**src/ctrl_pkg.sv**
```systemverilog
package ctrl_pkg;

    // Wait lengths in cycles
    localparam int unsigned FETCH_WAIT = 3;
    localparam int unsigned MEM_WAIT   = 2;
    localparam int unsigned EXC_WAIT   = 4;
    localparam int unsigned WAIT_W     = 3;     // Wide enough for the longest wait

    localparam logic [5:0] OP_RTYPE = 6'h00;
    localparam logic [5:0] OP_ADDI  = 6'h08;
    localparam logic [5:0] OP_ADDIU = 6'h09;
    localparam logic [5:0] OP_LW    = 6'h23;
    localparam logic [5:0] OP_LH    = 6'h21;
    localparam logic [5:0] OP_LB    = 6'h20;
    localparam logic [5:0] OP_SW    = 6'h2b;
    localparam logic [5:0] OP_SH    = 6'h29;
    localparam logic [5:0] OP_SB    = 6'h28;
    localparam logic [5:0] OP_J     = 6'h02;
    localparam logic [5:0] OP_JAL   = 6'h03;

    localparam logic [5:0] FN_ADD = 6'h20;
    localparam logic [5:0] FN_SUB = 6'h22;
    localparam logic [5:0] FN_AND = 6'h24;
    localparam logic [5:0] FN_JR  = 6'h08;

    typedef enum logic [4:0] {
        ST_FETCH,
        ST_FETCH_DONE,
        ST_DECODE,
        ST_DISPATCH,
        ST_EXEC,
        ST_WRITEBACK,
        ST_ADDR,
        ST_MEM_READ,
        ST_MDR_SELECT,
        ST_LOAD_WRITE,
        ST_STORE,
        ST_JUMP,
        ST_JAL_CALC,
        ST_JAL_LINK,
        ST_JR,
        ST_EXC_ILLEGAL,
        ST_EXC_OVERFLOW,
        ST_EXC_COMMIT
    } state_t;

    typedef enum logic [3:0] {
        CL_RALU,
        CL_ADDI,
        CL_ADDIU,
        CL_LOAD,
        CL_STORE,
        CL_J,
        CL_JAL,
        CL_JR,
        CL_ILLEGAL
    } instr_class_t;

    typedef enum logic [1:0] {SZ_WORD = 2'd0, SZ_HALF = 2'd1, SZ_BYTE = 2'd2} access_size_t;

    typedef enum logic [2:0] {
        ALU_PASS = 3'd0,
        ALU_ADD  = 3'd1,
        ALU_SUB  = 3'd2,
        ALU_AND  = 3'd3
    } alu_op_t;

    typedef enum logic [1:0] {SRC_A_PC = 2'd0, SRC_A_REG = 2'd1} alu_src_a_t;

    typedef enum logic [2:0] {
        SRC_B_REG  = 3'd0,
        SRC_B_FOUR = 3'd1,
        SRC_B_IMM  = 3'd2
    } alu_src_b_t;

    typedef enum logic [2:0] {
        PC_SRC_ALU    = 3'd0,
        PC_SRC_JUMP   = 3'd2,
        PC_SRC_VECTOR = 3'd3
    } pc_src_t;

    typedef enum logic [2:0] {
        IORD_PC     = 3'd0,
        IORD_ALUOUT = 3'd1,
        IORD_VECTOR = 3'd2
    } iord_t;

    typedef enum logic [1:0] {
        DST_RT = 2'd0,
        DST_RD = 2'd1,
        DST_SP = 2'd2,
        DST_RA = 2'd3
    } reg_dst_t;

    typedef enum logic [3:0] {
        WD_ALUOUT  = 4'd0,
        WD_MDR     = 4'd1,
        WD_SP_INIT = 4'd4     // Stack top constant
    } mem_to_reg_t;

    typedef enum logic [1:0] {EXC_ILLEGAL = 2'd0, EXC_OVERFLOW = 2'd1} except_t;

    typedef struct packed {
        instr_class_t iclass;
        access_size_t size;
        alu_op_t      alu_op;
        logic         use_rd;   // R-type writes rd, the rest rt
    } decoded_op_t;

    typedef struct packed {
        logic    pc_write;
        logic    branch;
        pc_src_t pc_src;
    } pc_ctrl_t;

    typedef struct packed {
        logic         mem_wr;
        iord_t        iord;
        access_size_t mem_to_mdr;
        access_size_t b_to_c;
    } mem_ctrl_t;

    typedef struct packed {
        alu_src_a_t src_a;
        alu_src_b_t src_b;
        alu_op_t    op;
        logic       alu_out_write;
    } alu_ctrl_t;

    typedef struct packed {
        logic        ir_write;
        logic        a_write;
        logic        b_write;
        logic        mdr_write;
        logic        epc_write;
        logic        reg_write;
        reg_dst_t    reg_dst;
        mem_to_reg_t mem_to_reg;
    } reg_ctrl_t;

    typedef struct packed {
        pc_ctrl_t  pc;
        mem_ctrl_t mem;
        alu_ctrl_t alu;
        reg_ctrl_t regs;
        except_t   except;
    } ctrl_word_t;

    // Nothing written, nothing strobed
    localparam ctrl_word_t IDLE_WORD = '{
        pc:     '{pc_write: 1'b0, branch: 1'b0, pc_src: PC_SRC_ALU},
        mem:    '{mem_wr: 1'b0, iord: IORD_PC, mem_to_mdr: SZ_WORD, b_to_c: SZ_WORD},
        alu:    '{src_a: SRC_A_PC, src_b: SRC_B_REG, op: ALU_PASS, alu_out_write: 1'b0},
        regs:   '{ir_write: 1'b0, a_write: 1'b0, b_write: 1'b0, mdr_write: 1'b0,
                  epc_write: 1'b0, reg_write: 1'b0, reg_dst: DST_RT, mem_to_reg: WD_ALUOUT},
        except: EXC_ILLEGAL
    };

    // Read at PC while the ALU forms PC + 4
    localparam ctrl_word_t FETCH_WORD = '{
        pc:     '{pc_write: 1'b0, branch: 1'b0, pc_src: PC_SRC_ALU},
        mem:    '{mem_wr: 1'b0, iord: IORD_PC, mem_to_mdr: SZ_WORD, b_to_c: SZ_WORD},
        alu:    '{src_a: SRC_A_PC, src_b: SRC_B_FOUR, op: ALU_ADD, alu_out_write: 1'b0},
        regs:   '{ir_write: 1'b0, a_write: 1'b0, b_write: 1'b0, mdr_write: 1'b0,
                  epc_write: 1'b0, reg_write: 1'b0, reg_dst: DST_RT, mem_to_reg: WD_ALUOUT},
        except: EXC_ILLEGAL
    };

    localparam ctrl_word_t SP_INIT_WORD = '{
        pc:     '{pc_write: 1'b0, branch: 1'b0, pc_src: PC_SRC_ALU},
        mem:    '{mem_wr: 1'b0, iord: IORD_PC, mem_to_mdr: SZ_WORD, b_to_c: SZ_WORD},
        alu:    '{src_a: SRC_A_PC, src_b: SRC_B_REG, op: ALU_PASS, alu_out_write: 1'b0},
        regs:   '{ir_write: 1'b0, a_write: 1'b0, b_write: 1'b0, mdr_write: 1'b0,
                  epc_write: 1'b0, reg_write: 1'b1, reg_dst: DST_SP, mem_to_reg: WD_SP_INIT},
        except: EXC_ILLEGAL
    };

endpackage

```
**src/ctrl_decode.sv**
```systemverilog
module ctrl_decode import ctrl_pkg::*; (
    input  logic [5:0]  opcode,
    input  logic [5:0]  funct,
    output decoded_op_t op
);

    always_comb begin
        // Anything not matched below stays illegal
        op.iclass = CL_ILLEGAL;
        op.size   = SZ_WORD;
        op.alu_op = ALU_PASS;
        op.use_rd = 1'b0;

        case (opcode)
            OP_RTYPE: begin
                op.use_rd = 1'b1;
                case (funct)
                    FN_ADD: begin
                        op.iclass = CL_RALU;
                        op.alu_op = ALU_ADD;
                    end
                    FN_SUB: begin
                        op.iclass = CL_RALU;
                        op.alu_op = ALU_SUB;
                    end
                    FN_AND: begin
                        op.iclass = CL_RALU;
                        op.alu_op = ALU_AND;
                    end
                    FN_JR:   op.iclass = CL_JR;   // Target passes through the ALU
                    default: op.iclass = CL_ILLEGAL;
                endcase
            end
            OP_ADDI: begin
                op.iclass = CL_ADDI;
                op.alu_op = ALU_ADD;
            end
            OP_ADDIU: begin
                op.iclass = CL_ADDIU;
                op.alu_op = ALU_ADD;
            end
            OP_LW, OP_LH, OP_LB: begin
                op.iclass = CL_LOAD;
                op.alu_op = ALU_ADD;        // Base plus offset
            end
            OP_SW, OP_SH, OP_SB: begin
                op.iclass = CL_STORE;
                op.alu_op = ALU_ADD;
            end
            OP_J:    op.iclass = CL_J;
            OP_JAL:  op.iclass = CL_JAL;
            default: op.iclass = CL_ILLEGAL;
        endcase

        // Access size from the low opcode bits of the load/store group
        case (opcode)
            OP_LH, OP_SH: op.size = SZ_HALF;
            OP_LB, OP_SB: op.size = SZ_BYTE;
            default:      op.size = SZ_WORD;
        endcase
    end

endmodule

```
**src/ctrl_sequencer.sv**
```systemverilog
module ctrl_sequencer import ctrl_pkg::*; (
    input  logic        clk,
    input  logic        reset,
    input  decoded_op_t dec_op,
    input  logic        ov,
    output state_t      state,
    output decoded_op_t op
);

    logic [WAIT_W-1:0] wait_cnt;
    logic [WAIT_W-1:0] next_cnt;
    state_t            next_state;
    logic              ov_trap;

    // True in the last cycle of a wait of len cycles
    function automatic logic wait_last(logic [WAIT_W-1:0] cnt, int unsigned len);
        return cnt == WAIT_W'(len - 1);
    endfunction

    // Only the signed adds trap
    assign ov_trap = ov && (op.iclass == CL_RALU || op.iclass == CL_ADDI);

    always_comb begin
        next_state = state;
        next_cnt   = '0;

        case (state)
            ST_FETCH: begin
                if (wait_last(wait_cnt, FETCH_WAIT)) begin
                    next_state = ST_FETCH_DONE;
                end else begin
                    next_cnt = wait_cnt + 1'b1;
                end
            end
            ST_FETCH_DONE: next_state = ST_DECODE;
            ST_DECODE:     next_state = ST_DISPATCH;
            ST_DISPATCH: begin
                case (dec_op.iclass)
                    CL_RALU, CL_ADDI, CL_ADDIU: next_state = ST_EXEC;
                    CL_LOAD, CL_STORE:          next_state = ST_ADDR;
                    CL_J:                       next_state = ST_JUMP;
                    CL_JAL:                     next_state = ST_JAL_CALC;
                    CL_JR:                      next_state = ST_JR;
                    default:                    next_state = ST_EXC_ILLEGAL;
                endcase
            end
            ST_EXEC: begin
                next_state = ov_trap ? ST_EXC_OVERFLOW : ST_WRITEBACK;
            end
            ST_ADDR: next_state = ST_MEM_READ;
            ST_MEM_READ: begin
                if (wait_last(wait_cnt, MEM_WAIT)) begin
                    next_state = (op.iclass == CL_LOAD) ? ST_MDR_SELECT : ST_STORE;
                end else begin
                    next_cnt = wait_cnt + 1'b1;
                end
            end
            ST_MDR_SELECT: next_state = ST_LOAD_WRITE;
            ST_JAL_CALC:   next_state = ST_JAL_LINK;
            ST_EXC_ILLEGAL, ST_EXC_OVERFLOW: begin
                // Handler vector is read during these cycles
                if (wait_last(wait_cnt, EXC_WAIT)) begin
                    next_state = ST_EXC_COMMIT;
                end else begin
                    next_cnt = wait_cnt + 1'b1;
                end
            end
            // Writeback, store, jumps and commit all end the instruction
            default: next_state = ST_FETCH;
        endcase
    end

    always_ff @(posedge clk) begin
        if (reset) begin
            state    <= ST_FETCH;
            wait_cnt <= '0;
        end else begin
            state    <= next_state;
            wait_cnt <= next_cnt;
        end
    end

    // Held until the next dispatch
    always_ff @(posedge clk) begin
        if (state == ST_DISPATCH) begin
            op <= dec_op;
        end
    end

endmodule

```
**src/ctrl_outputs.sv**
```systemverilog
module ctrl_outputs import ctrl_pkg::*; (
    input  logic        reset,
    input  state_t      state,
    input  decoded_op_t op,
    output ctrl_word_t  ctrl
);

    reg_dst_t wr_dst;

    assign wr_dst = op.use_rd ? DST_RD : DST_RT;

    always_comb begin
        ctrl = IDLE_WORD;

        if (reset) begin
            ctrl = SP_INIT_WORD;        // Stack top loaded while in reset
        end else begin
            case (state)
                ST_FETCH: ctrl = FETCH_WORD;
                ST_FETCH_DONE: begin
                    ctrl               = FETCH_WORD;
                    ctrl.pc.pc_write   = 1'b1;      // PC + 4 from the ALU
                    ctrl.regs.ir_write = 1'b1;
                end
                ST_DECODE: begin
                    ctrl.regs.a_write = 1'b1;
                    ctrl.regs.b_write = 1'b1;
                end
                ST_EXEC: begin
                    ctrl.alu.src_a         = SRC_A_REG;
                    ctrl.alu.src_b         = (op.iclass == CL_RALU) ? SRC_B_REG : SRC_B_IMM;
                    ctrl.alu.op            = op.alu_op;
                    ctrl.alu.alu_out_write = 1'b1;
                end
                ST_WRITEBACK: begin
                    ctrl.regs.reg_write  = 1'b1;
                    ctrl.regs.reg_dst    = wr_dst;
                    ctrl.regs.mem_to_reg = WD_ALUOUT;
                end
                ST_ADDR: begin
                    ctrl.alu.src_a         = SRC_A_REG;
                    ctrl.alu.src_b         = SRC_B_IMM;
                    ctrl.alu.op            = op.alu_op;
                    ctrl.alu.alu_out_write = 1'b1;  // Address kept in ALUOUT
                end
                ST_MEM_READ: ctrl.mem.iord = IORD_ALUOUT;
                ST_MDR_SELECT: begin
                    ctrl.mem.iord        = IORD_ALUOUT;
                    ctrl.mem.mem_to_mdr  = op.size;
                    ctrl.regs.mdr_write  = 1'b1;
                end
                ST_LOAD_WRITE: begin
                    ctrl.regs.reg_write  = 1'b1;
                    ctrl.regs.reg_dst    = wr_dst;
                    ctrl.regs.mem_to_reg = WD_MDR;
                end
                ST_STORE: begin
                    ctrl.mem.mem_wr = 1'b1;
                    ctrl.mem.iord   = IORD_ALUOUT;
                    ctrl.mem.b_to_c = op.size;
                end
                ST_JUMP: begin
                    ctrl.pc.pc_write = 1'b1;
                    ctrl.pc.branch   = 1'b1;
                    ctrl.pc.pc_src   = PC_SRC_JUMP;
                end
                ST_JAL_CALC: begin
                    ctrl.alu.src_a         = SRC_A_PC;
                    ctrl.alu.op            = ALU_PASS;
                    ctrl.alu.alu_out_write = 1'b1;  // Return address
                end
                ST_JAL_LINK: begin
                    ctrl.regs.reg_write  = 1'b1;
                    ctrl.regs.reg_dst    = DST_RA;
                    ctrl.regs.mem_to_reg = WD_ALUOUT;
                    ctrl.pc.pc_write     = 1'b1;
                    ctrl.pc.branch       = 1'b1;
                    ctrl.pc.pc_src       = PC_SRC_JUMP;
                end
                ST_JR: begin
                    ctrl.alu.src_a   = SRC_A_REG;
                    ctrl.alu.op      = ALU_PASS;
                    ctrl.pc.pc_src   = PC_SRC_ALU;
                    ctrl.pc.branch   = 1'b1;
                    ctrl.pc.pc_write = 1'b1;
                end
                ST_EXC_ILLEGAL, ST_EXC_OVERFLOW: begin
                    ctrl.except    = (state == ST_EXC_OVERFLOW) ? EXC_OVERFLOW : EXC_ILLEGAL;
                    ctrl.mem.iord  = IORD_VECTOR;
                    ctrl.alu.src_a = SRC_A_PC;
                    ctrl.alu.src_b = SRC_B_FOUR;
                    ctrl.alu.op    = ALU_SUB;       // PC - 4 for EPC
                end
                ST_EXC_COMMIT: begin
                    ctrl.regs.epc_write = 1'b1;
                    ctrl.pc.pc_src      = PC_SRC_VECTOR;
                    ctrl.pc.pc_write    = 1'b1;
                end
                default: ctrl = IDLE_WORD;          // Dispatch drives nothing
            endcase
        end
    end

endmodule

```
**src/control_unit.sv**
```systemverilog
module control_unit import ctrl_pkg::*; (
    input  logic       clk,
    input  logic       reset,
    input  logic [5:0] opcode,
    input  logic [5:0] funct,
    input  logic       ov,
    output ctrl_word_t ctrl
);

    decoded_op_t dec_op;
    decoded_op_t held_op;
    state_t      state;

    ctrl_decode decode_i (
        .opcode (opcode),
        .funct  (funct),
        .op     (dec_op)
    );

    ctrl_sequencer sequencer_i (
        .clk    (clk),
        .reset  (reset),
        .dec_op (dec_op),
        .ov     (ov),
        .state  (state),
        .op     (held_op)
    );

    ctrl_outputs outputs_i (
        .reset  (reset),
        .state  (state),
        .op     (held_op),
        .ctrl   (ctrl)
    );

endmodule

```
**config.mk**
```make
export PLATFORM = sky130hd
export DESIGN_NAME = control_unit
export DESIGN_NICKNAME = d
export VERILOG_FILES = /design/src/ctrl_pkg.sv /design/src/ctrl_decode.sv /design/src/ctrl_sequencer.sv /design/src/ctrl_outputs.sv /design/src/control_unit.sv
export SDC_FILE = /design/constraint.sdc
export NUM_CORES = 1
export LEC_CHECK = 0
export CORE_MARGIN = 2
export CORE_UTILIZATION = 68
export CTS_CLUSTER_SIZE = 8
export DETAILED_ROUTE_END_ITERATION = 8
export DONT_BUFFER_PORTS = 1
export MAX_ROUTING_LAYER = met4
export PLACE_DENSITY = 0.84
export SLEW_MARGIN = 20
export SYNTH_ARGS = -nofsm -noshare
export SYNTH_HDL_FRONTEND = slang
export SYNTH_SLANG_ARGS = --single-unit
```
**constraint.sdc**
```tcl
create_clock -name clk -period 4.98 [get_ports clk]
set_input_delay 0.996 -clock clk [delete_from_list [all_inputs] [get_ports clk]]
set_output_delay 0.996 -clock clk [all_outputs]
set_load 0.005 [all_outputs]
```
Word level (Yosys, flattened, before mapping)
Memories as Yosys holds them, arrays and structs flattened.
Cells that the tools add are included.
Storage, ports and cells
  bits in registers: 18
  bits in read-only memories: 32
  memories kept: 1
Operators by class
  add/sub/neg operators: 1
  equality and inequality tests: 39
  multiplexer cells: 38
  reductions and logical operators: 22
Memory list
  (name not given): depth 8, width 4, rd ports 1, clocked after Yosys merged registers in 0, wr ports 0, RTL line ctrl_sequencer.sv:38  | case (dec_op.iclass)
Operators with widths (count)
  6-bit == test, second input constant: 9
  5-bit case mux with 10 select lines: 1
  5-bit by 4-bit == test with 1-bit output, second input constant: 8
  36-bit 2-to-1 mux: 1
  4-bit case mux with 7 select lines: 1
  3-bit case mux with 3 select lines: 3
  5-bit 2-to-1 mux: 5
  7-bit case mux with 3 select lines: 1
  3-bit OR reduction: 7
  5-bit by 3-bit == test with 1-bit output, second input constant: 4
  6-bit by 4-bit == test with 1-bit output, second input constant: 3
  2-bit case mux with 2 select lines: 4
  6-bit by 2-bit == test with 1-bit output, second input constant: 2
  2-bit 2-to-1 mux: 6
  2-bit OR reduction: 6
  1-bit 2-to-1 mux: 11
  5-bit by 2-bit == test with 1-bit output, second input constant: 2
  5-bit == test, second input constant: 2
  3-bit 2-to-1 mux: 3
  4-bit case mux with 2 select lines: 1
  8-bit OR reduction: 1
  3-bit by 2-bit == test with 1-bit output, second input constant: 2
  6-bit zero test: 1
  2-bit != test, second input constant: 3
  13 further kinds: 13

Depth between registers and ports, before layout
An unclocked memory read counts as a cell.
  word-level depth: 7
  depth in mapped cells: 7

Hierarchy
Synthesis repeated with hierarchy kept, for this count alone.
Unflattened totals
  cell total of the unflattened synthesis: 234
  area, all modules: 1868.0 µm²
By module, submodules not included
  ctrl_sequencer: times used 1, cells each 103, area each 1039.7 µm², seq. area each 460.4 µm²
  ctrl_outputs: times used 1, cells each 82, area each 515.5 µm², seq. area each 0.0 µm²
  ctrl_decode: times used 1, cells each 49, area each 312.8 µm², seq. area each 0.0 µm²

Worst setup path after synthesis
OpenSTA, ideal clock, no wires.
  path type: input -> output
  start point: input reset
  end point: output ctrl[25] (netlist name)
  data arrival time: 1796 ps
  slack: 2188 ps
  cell stages on the path: 5
  cells stage by stage: buf_1 -> nor2_1 -> nand2_1 -> nor3_1 -> and2_1
RTL lines
  from (decl): RTL line control_unit.sv:3  | input logic reset,
  to (decl): RTL line control_unit.sv:7  | output ctrl_word_t ctrl

==> qor.txt <==
status - finished, final reports clean
Critical Path Max Stage Delay - 820 ps
Fin. Hold Viols - 0
Worst setup EP type - output pin
placed cell areas - 0.00156 mm^2
initial antenna violation count - 0
Resize count post-CTS - 0
row cnt - 17
worst reg2reg startpoint - sequencer_i.state[0]$_SDFFE_PP0P_
EDFF count, synth - 9
arrival time at the worst endpoint - 2190 ps
share of cells above drive strength 1 - 5.34%
shortest period the worst path allows - 3190 ps
critical path class - register to output pin
Layout Utilization - 70.4%
Buf/Inv on CP - 0
PwrDens - 341 mW/mm^2
most frequent cells after synthesis - nor2_1, a21oi_1, nand2_1, o21ai_0, nor3_1
die height - 53.2 um
Finished Layout Cells - 234
switch share - 44.9%
Clk network pwr share - 13.3%
Post-Syn Instances - 222
Leak Pwr - 0.573 nW
Placed Cells incl. Taps - 230
critical path peak fanout - 25
Top delay family on crit path - simple AND/OR/NAND/NOR gates
clock sink total - 17
die span in x - 53.2 um
routed via count - 1560
Worst Tran Pin Value - 893 ps
gr usage total - 29.0%
# Post-CTS Setup Buffers - 0
worst rel slew slack - 40.4%
r2r worst-path depth - 5
H-tree level count - 1
critical path launch point - sequencer_i.state[3]$_SDFFE_PP0P_
drc violations - 0
Finish-stage setup viols - 0
unrepaired setup endpoints after global routing - no
1st-iter DRT viols - 50
Final Cell Area - 0.00159 mm^2
CTS Buffer Depth - 2
CTS Buf Count - 3
Max-Cap Viols - 0
top cell type's share of synthesized area - 16.4%
dpl hpwl - 2.79 mm
r2r setup slk - 2310 ps
Vias per Instance - 6.67
Netlist cell types - 53
filler instances - 181
Clock Skew - 1.02 ps
global-route wire length before repair - 5.77 mm
post-synth top area cell - edfxtp_1
logic gate share of total power - 43.1%
synth top area cells - edfxtp_1, dfxtp_1, nor2_1
sequential area share after synthesis - 26.2%
Final nets - 227
TNS Setup - 0 ps
I/O Pins - 51
Ys Warns - 0
initial core utilization - 72.9%
startpoint type of the worst setup path - register
CP Depth - 4
most common cell in the netlist - nor2_1
CORE AREA - 0.00225 mm^2
mapped cell area - 0.00164 mm^2
Max Slew Vio Count - 0
Post-Route WL - 3.75 mm
CTS clk-pin slew, worst paths - 100 ps
Async SR Flop Fraction - 0%
Post-synth top flop - edfxtp_1
worst hold slack - 499 ps
ant diodes - 0
Area growth, synth to finish - -3.42%
clock insertion delay at the later pin of the skew report - 280 ps
hold crit path type - register to register
pin count of the biggest net entering global routing - 27
syn_area_per_cell - 7.41 um^2
WL/cell - 16.0 um
Port-buffer cells - 0
FF+latch count, synth - 17
Routed Antenna Nets - 0
critical-path cell list - nor2b_1, nand2_1, nor3_1, and2_1
vias in the first global route - 1294
WP data required - 3980 ps
GRT overflow - 0
fin crit share - 64.0%
Clock Tree Root - clkbuf_4
Pint - 0.000298 W
worst reg2reg path endpoint - sequencer_i.state[0]$_SDFFE_PP0P_
Die Area - 0.00283 mm^2
Pre-Repair DR Iteration Count - 4
maximum vdd ir drop - 0.226 mV
Final Wtd Congestion - 0.846
Max Clock Freq - 314 MHz
NetSw - 0.000243 W
sequential share of power - 43.6%
CP Capture Point - ctrl[26]
CTS tree - done
cts hold-fix bufs - 0
CP max stage cell - dfxtp_1
## flip-flops by register name, summed over array words and instances, names as in the netlist
| register | flops |
|---|---|
| sequencer_i.op | 9 |
| sequencer_i.state | 5 |
| sequencer_i.wait_cnt | 3 |
## metal layers
metal	GRT usage, %	vias to the layer above	share of wire (%)
met5	-	-	0
met4	11.5	0	0.59
met3	5.08	2	9.0
met2	47.5	94	48
met1	35.6	708	42
li1	-	756	-
## through the flow
step	worst slack, ps	total power (W)
floorplan	2190	0.000438
global placement	2230	0.000453
detailed placement	2140	0.000467
CTS	1820	0.000538
global route	1610	0.000581
finish	1790	0.000541
## layout make-up
cell class | instances | area [um^2] | share of cell area, %
multi-input combinational | 175 | 1060 | 66.6
sequential | 17 | 430 | 27.1
clock buffer | 3 | 22.5 | 1.42
inverter | 10 | 37.5 | 2.36
clock inverter | 1 | 5.00 | 0.315
tap | 28 | 35.0 | 2.21
## layout by cell type (no fill, tap or decap), types with 2 or more instances in the layout
master	n
or4b_1	2
a211oi_2	2
dfxtp_1	8
o21ai_0	14
a31oi_1	3
or3_1	3
nand3_1	4
o21ai_1	2
nor2b_1	7
nand3b_1	2
nand2b_1	7
a21o_1	3
and2_1	4
a2bb2oi_1	2
conb_1	8
clkbuf_4	3
a2111oi_0	3
o31ai_1	2
or3b_1	2
a21oi_1	18
nand2_1	14
and3_1	3
a211oi_1	2
edfxtp_1	9
a22oi_1	2
inv_1	10
ha_1	5
nor3_1	13
o2111ai_1	2
nor2_1	26
## worst reg2reg max path: stages (launching register included)
cell	delay, ps
dfxtp_1	920
nand3_2	250
a2111oi_0	650
a211oi_2	210
o221a_1	320
a221oi_2	230
## cell families after synthesis
family	share of synthesized area (%)
and+or+nand+nor	30.1
xor gates and xnor gates	1.07
AOI/OAI and AO/OA	27.5
adders and majority gates	3.81
DFF	26.2
other	0.228
buffers and inverters	11.1
## how the worst min path moves through the flow
stage | from | endpoint | slack, ps | depth (start not counted)
detailed placement | sequencer_i.wait_cnt[0]$_SDFF_PP0_ | sequencer_i.wait_cnt[0]$_SDFF_PP0_ | 490 | 1
global route | sequencer_i.wait_cnt[0]$_SDFF_PP0_ | sequencer_i.wait_cnt[0]$_SDFF_PP0_ | 540 | 1
CTS | sequencer_i.wait_cnt[0]$_SDFF_PP0_ | sequencer_i.wait_cnt[0]$_SDFF_PP0_ | 500 | 1
floorplan | sequencer_i.wait_cnt[0]$_SDFF_PP0_ | sequencer_i.wait_cnt[0]$_SDFF_PP0_ | 460 | 1
finish | sequencer_i.wait_cnt[0]$_SDFF_PP0_ | sequencer_i.wait_cnt[0]$_SDFF_PP0_ | 500 | 1
global placement | sequencer_i.wait_cnt[0]$_SDFF_PP0_ | sequencer_i.wait_cnt[0]$_SDFF_PP0_ | 470 | 1
## power groups by stage
stage | combinational (W) | sequential [W] | clock, W
floorplan | 0.000256 | 0.000182 | 0
global placement | 0.000223 | 0.000231 | 0
detailed placement | 0.000230 | 0.000237 | 0
CTS | 0.000231 | 0.000234 | 0.0000733
global route | 0.000257 | 0.000242 | 0.0000816
finish | 0.000233 | 0.000236 | 0.0000719
Note: power is estimated with default switching activity, not from simulation.
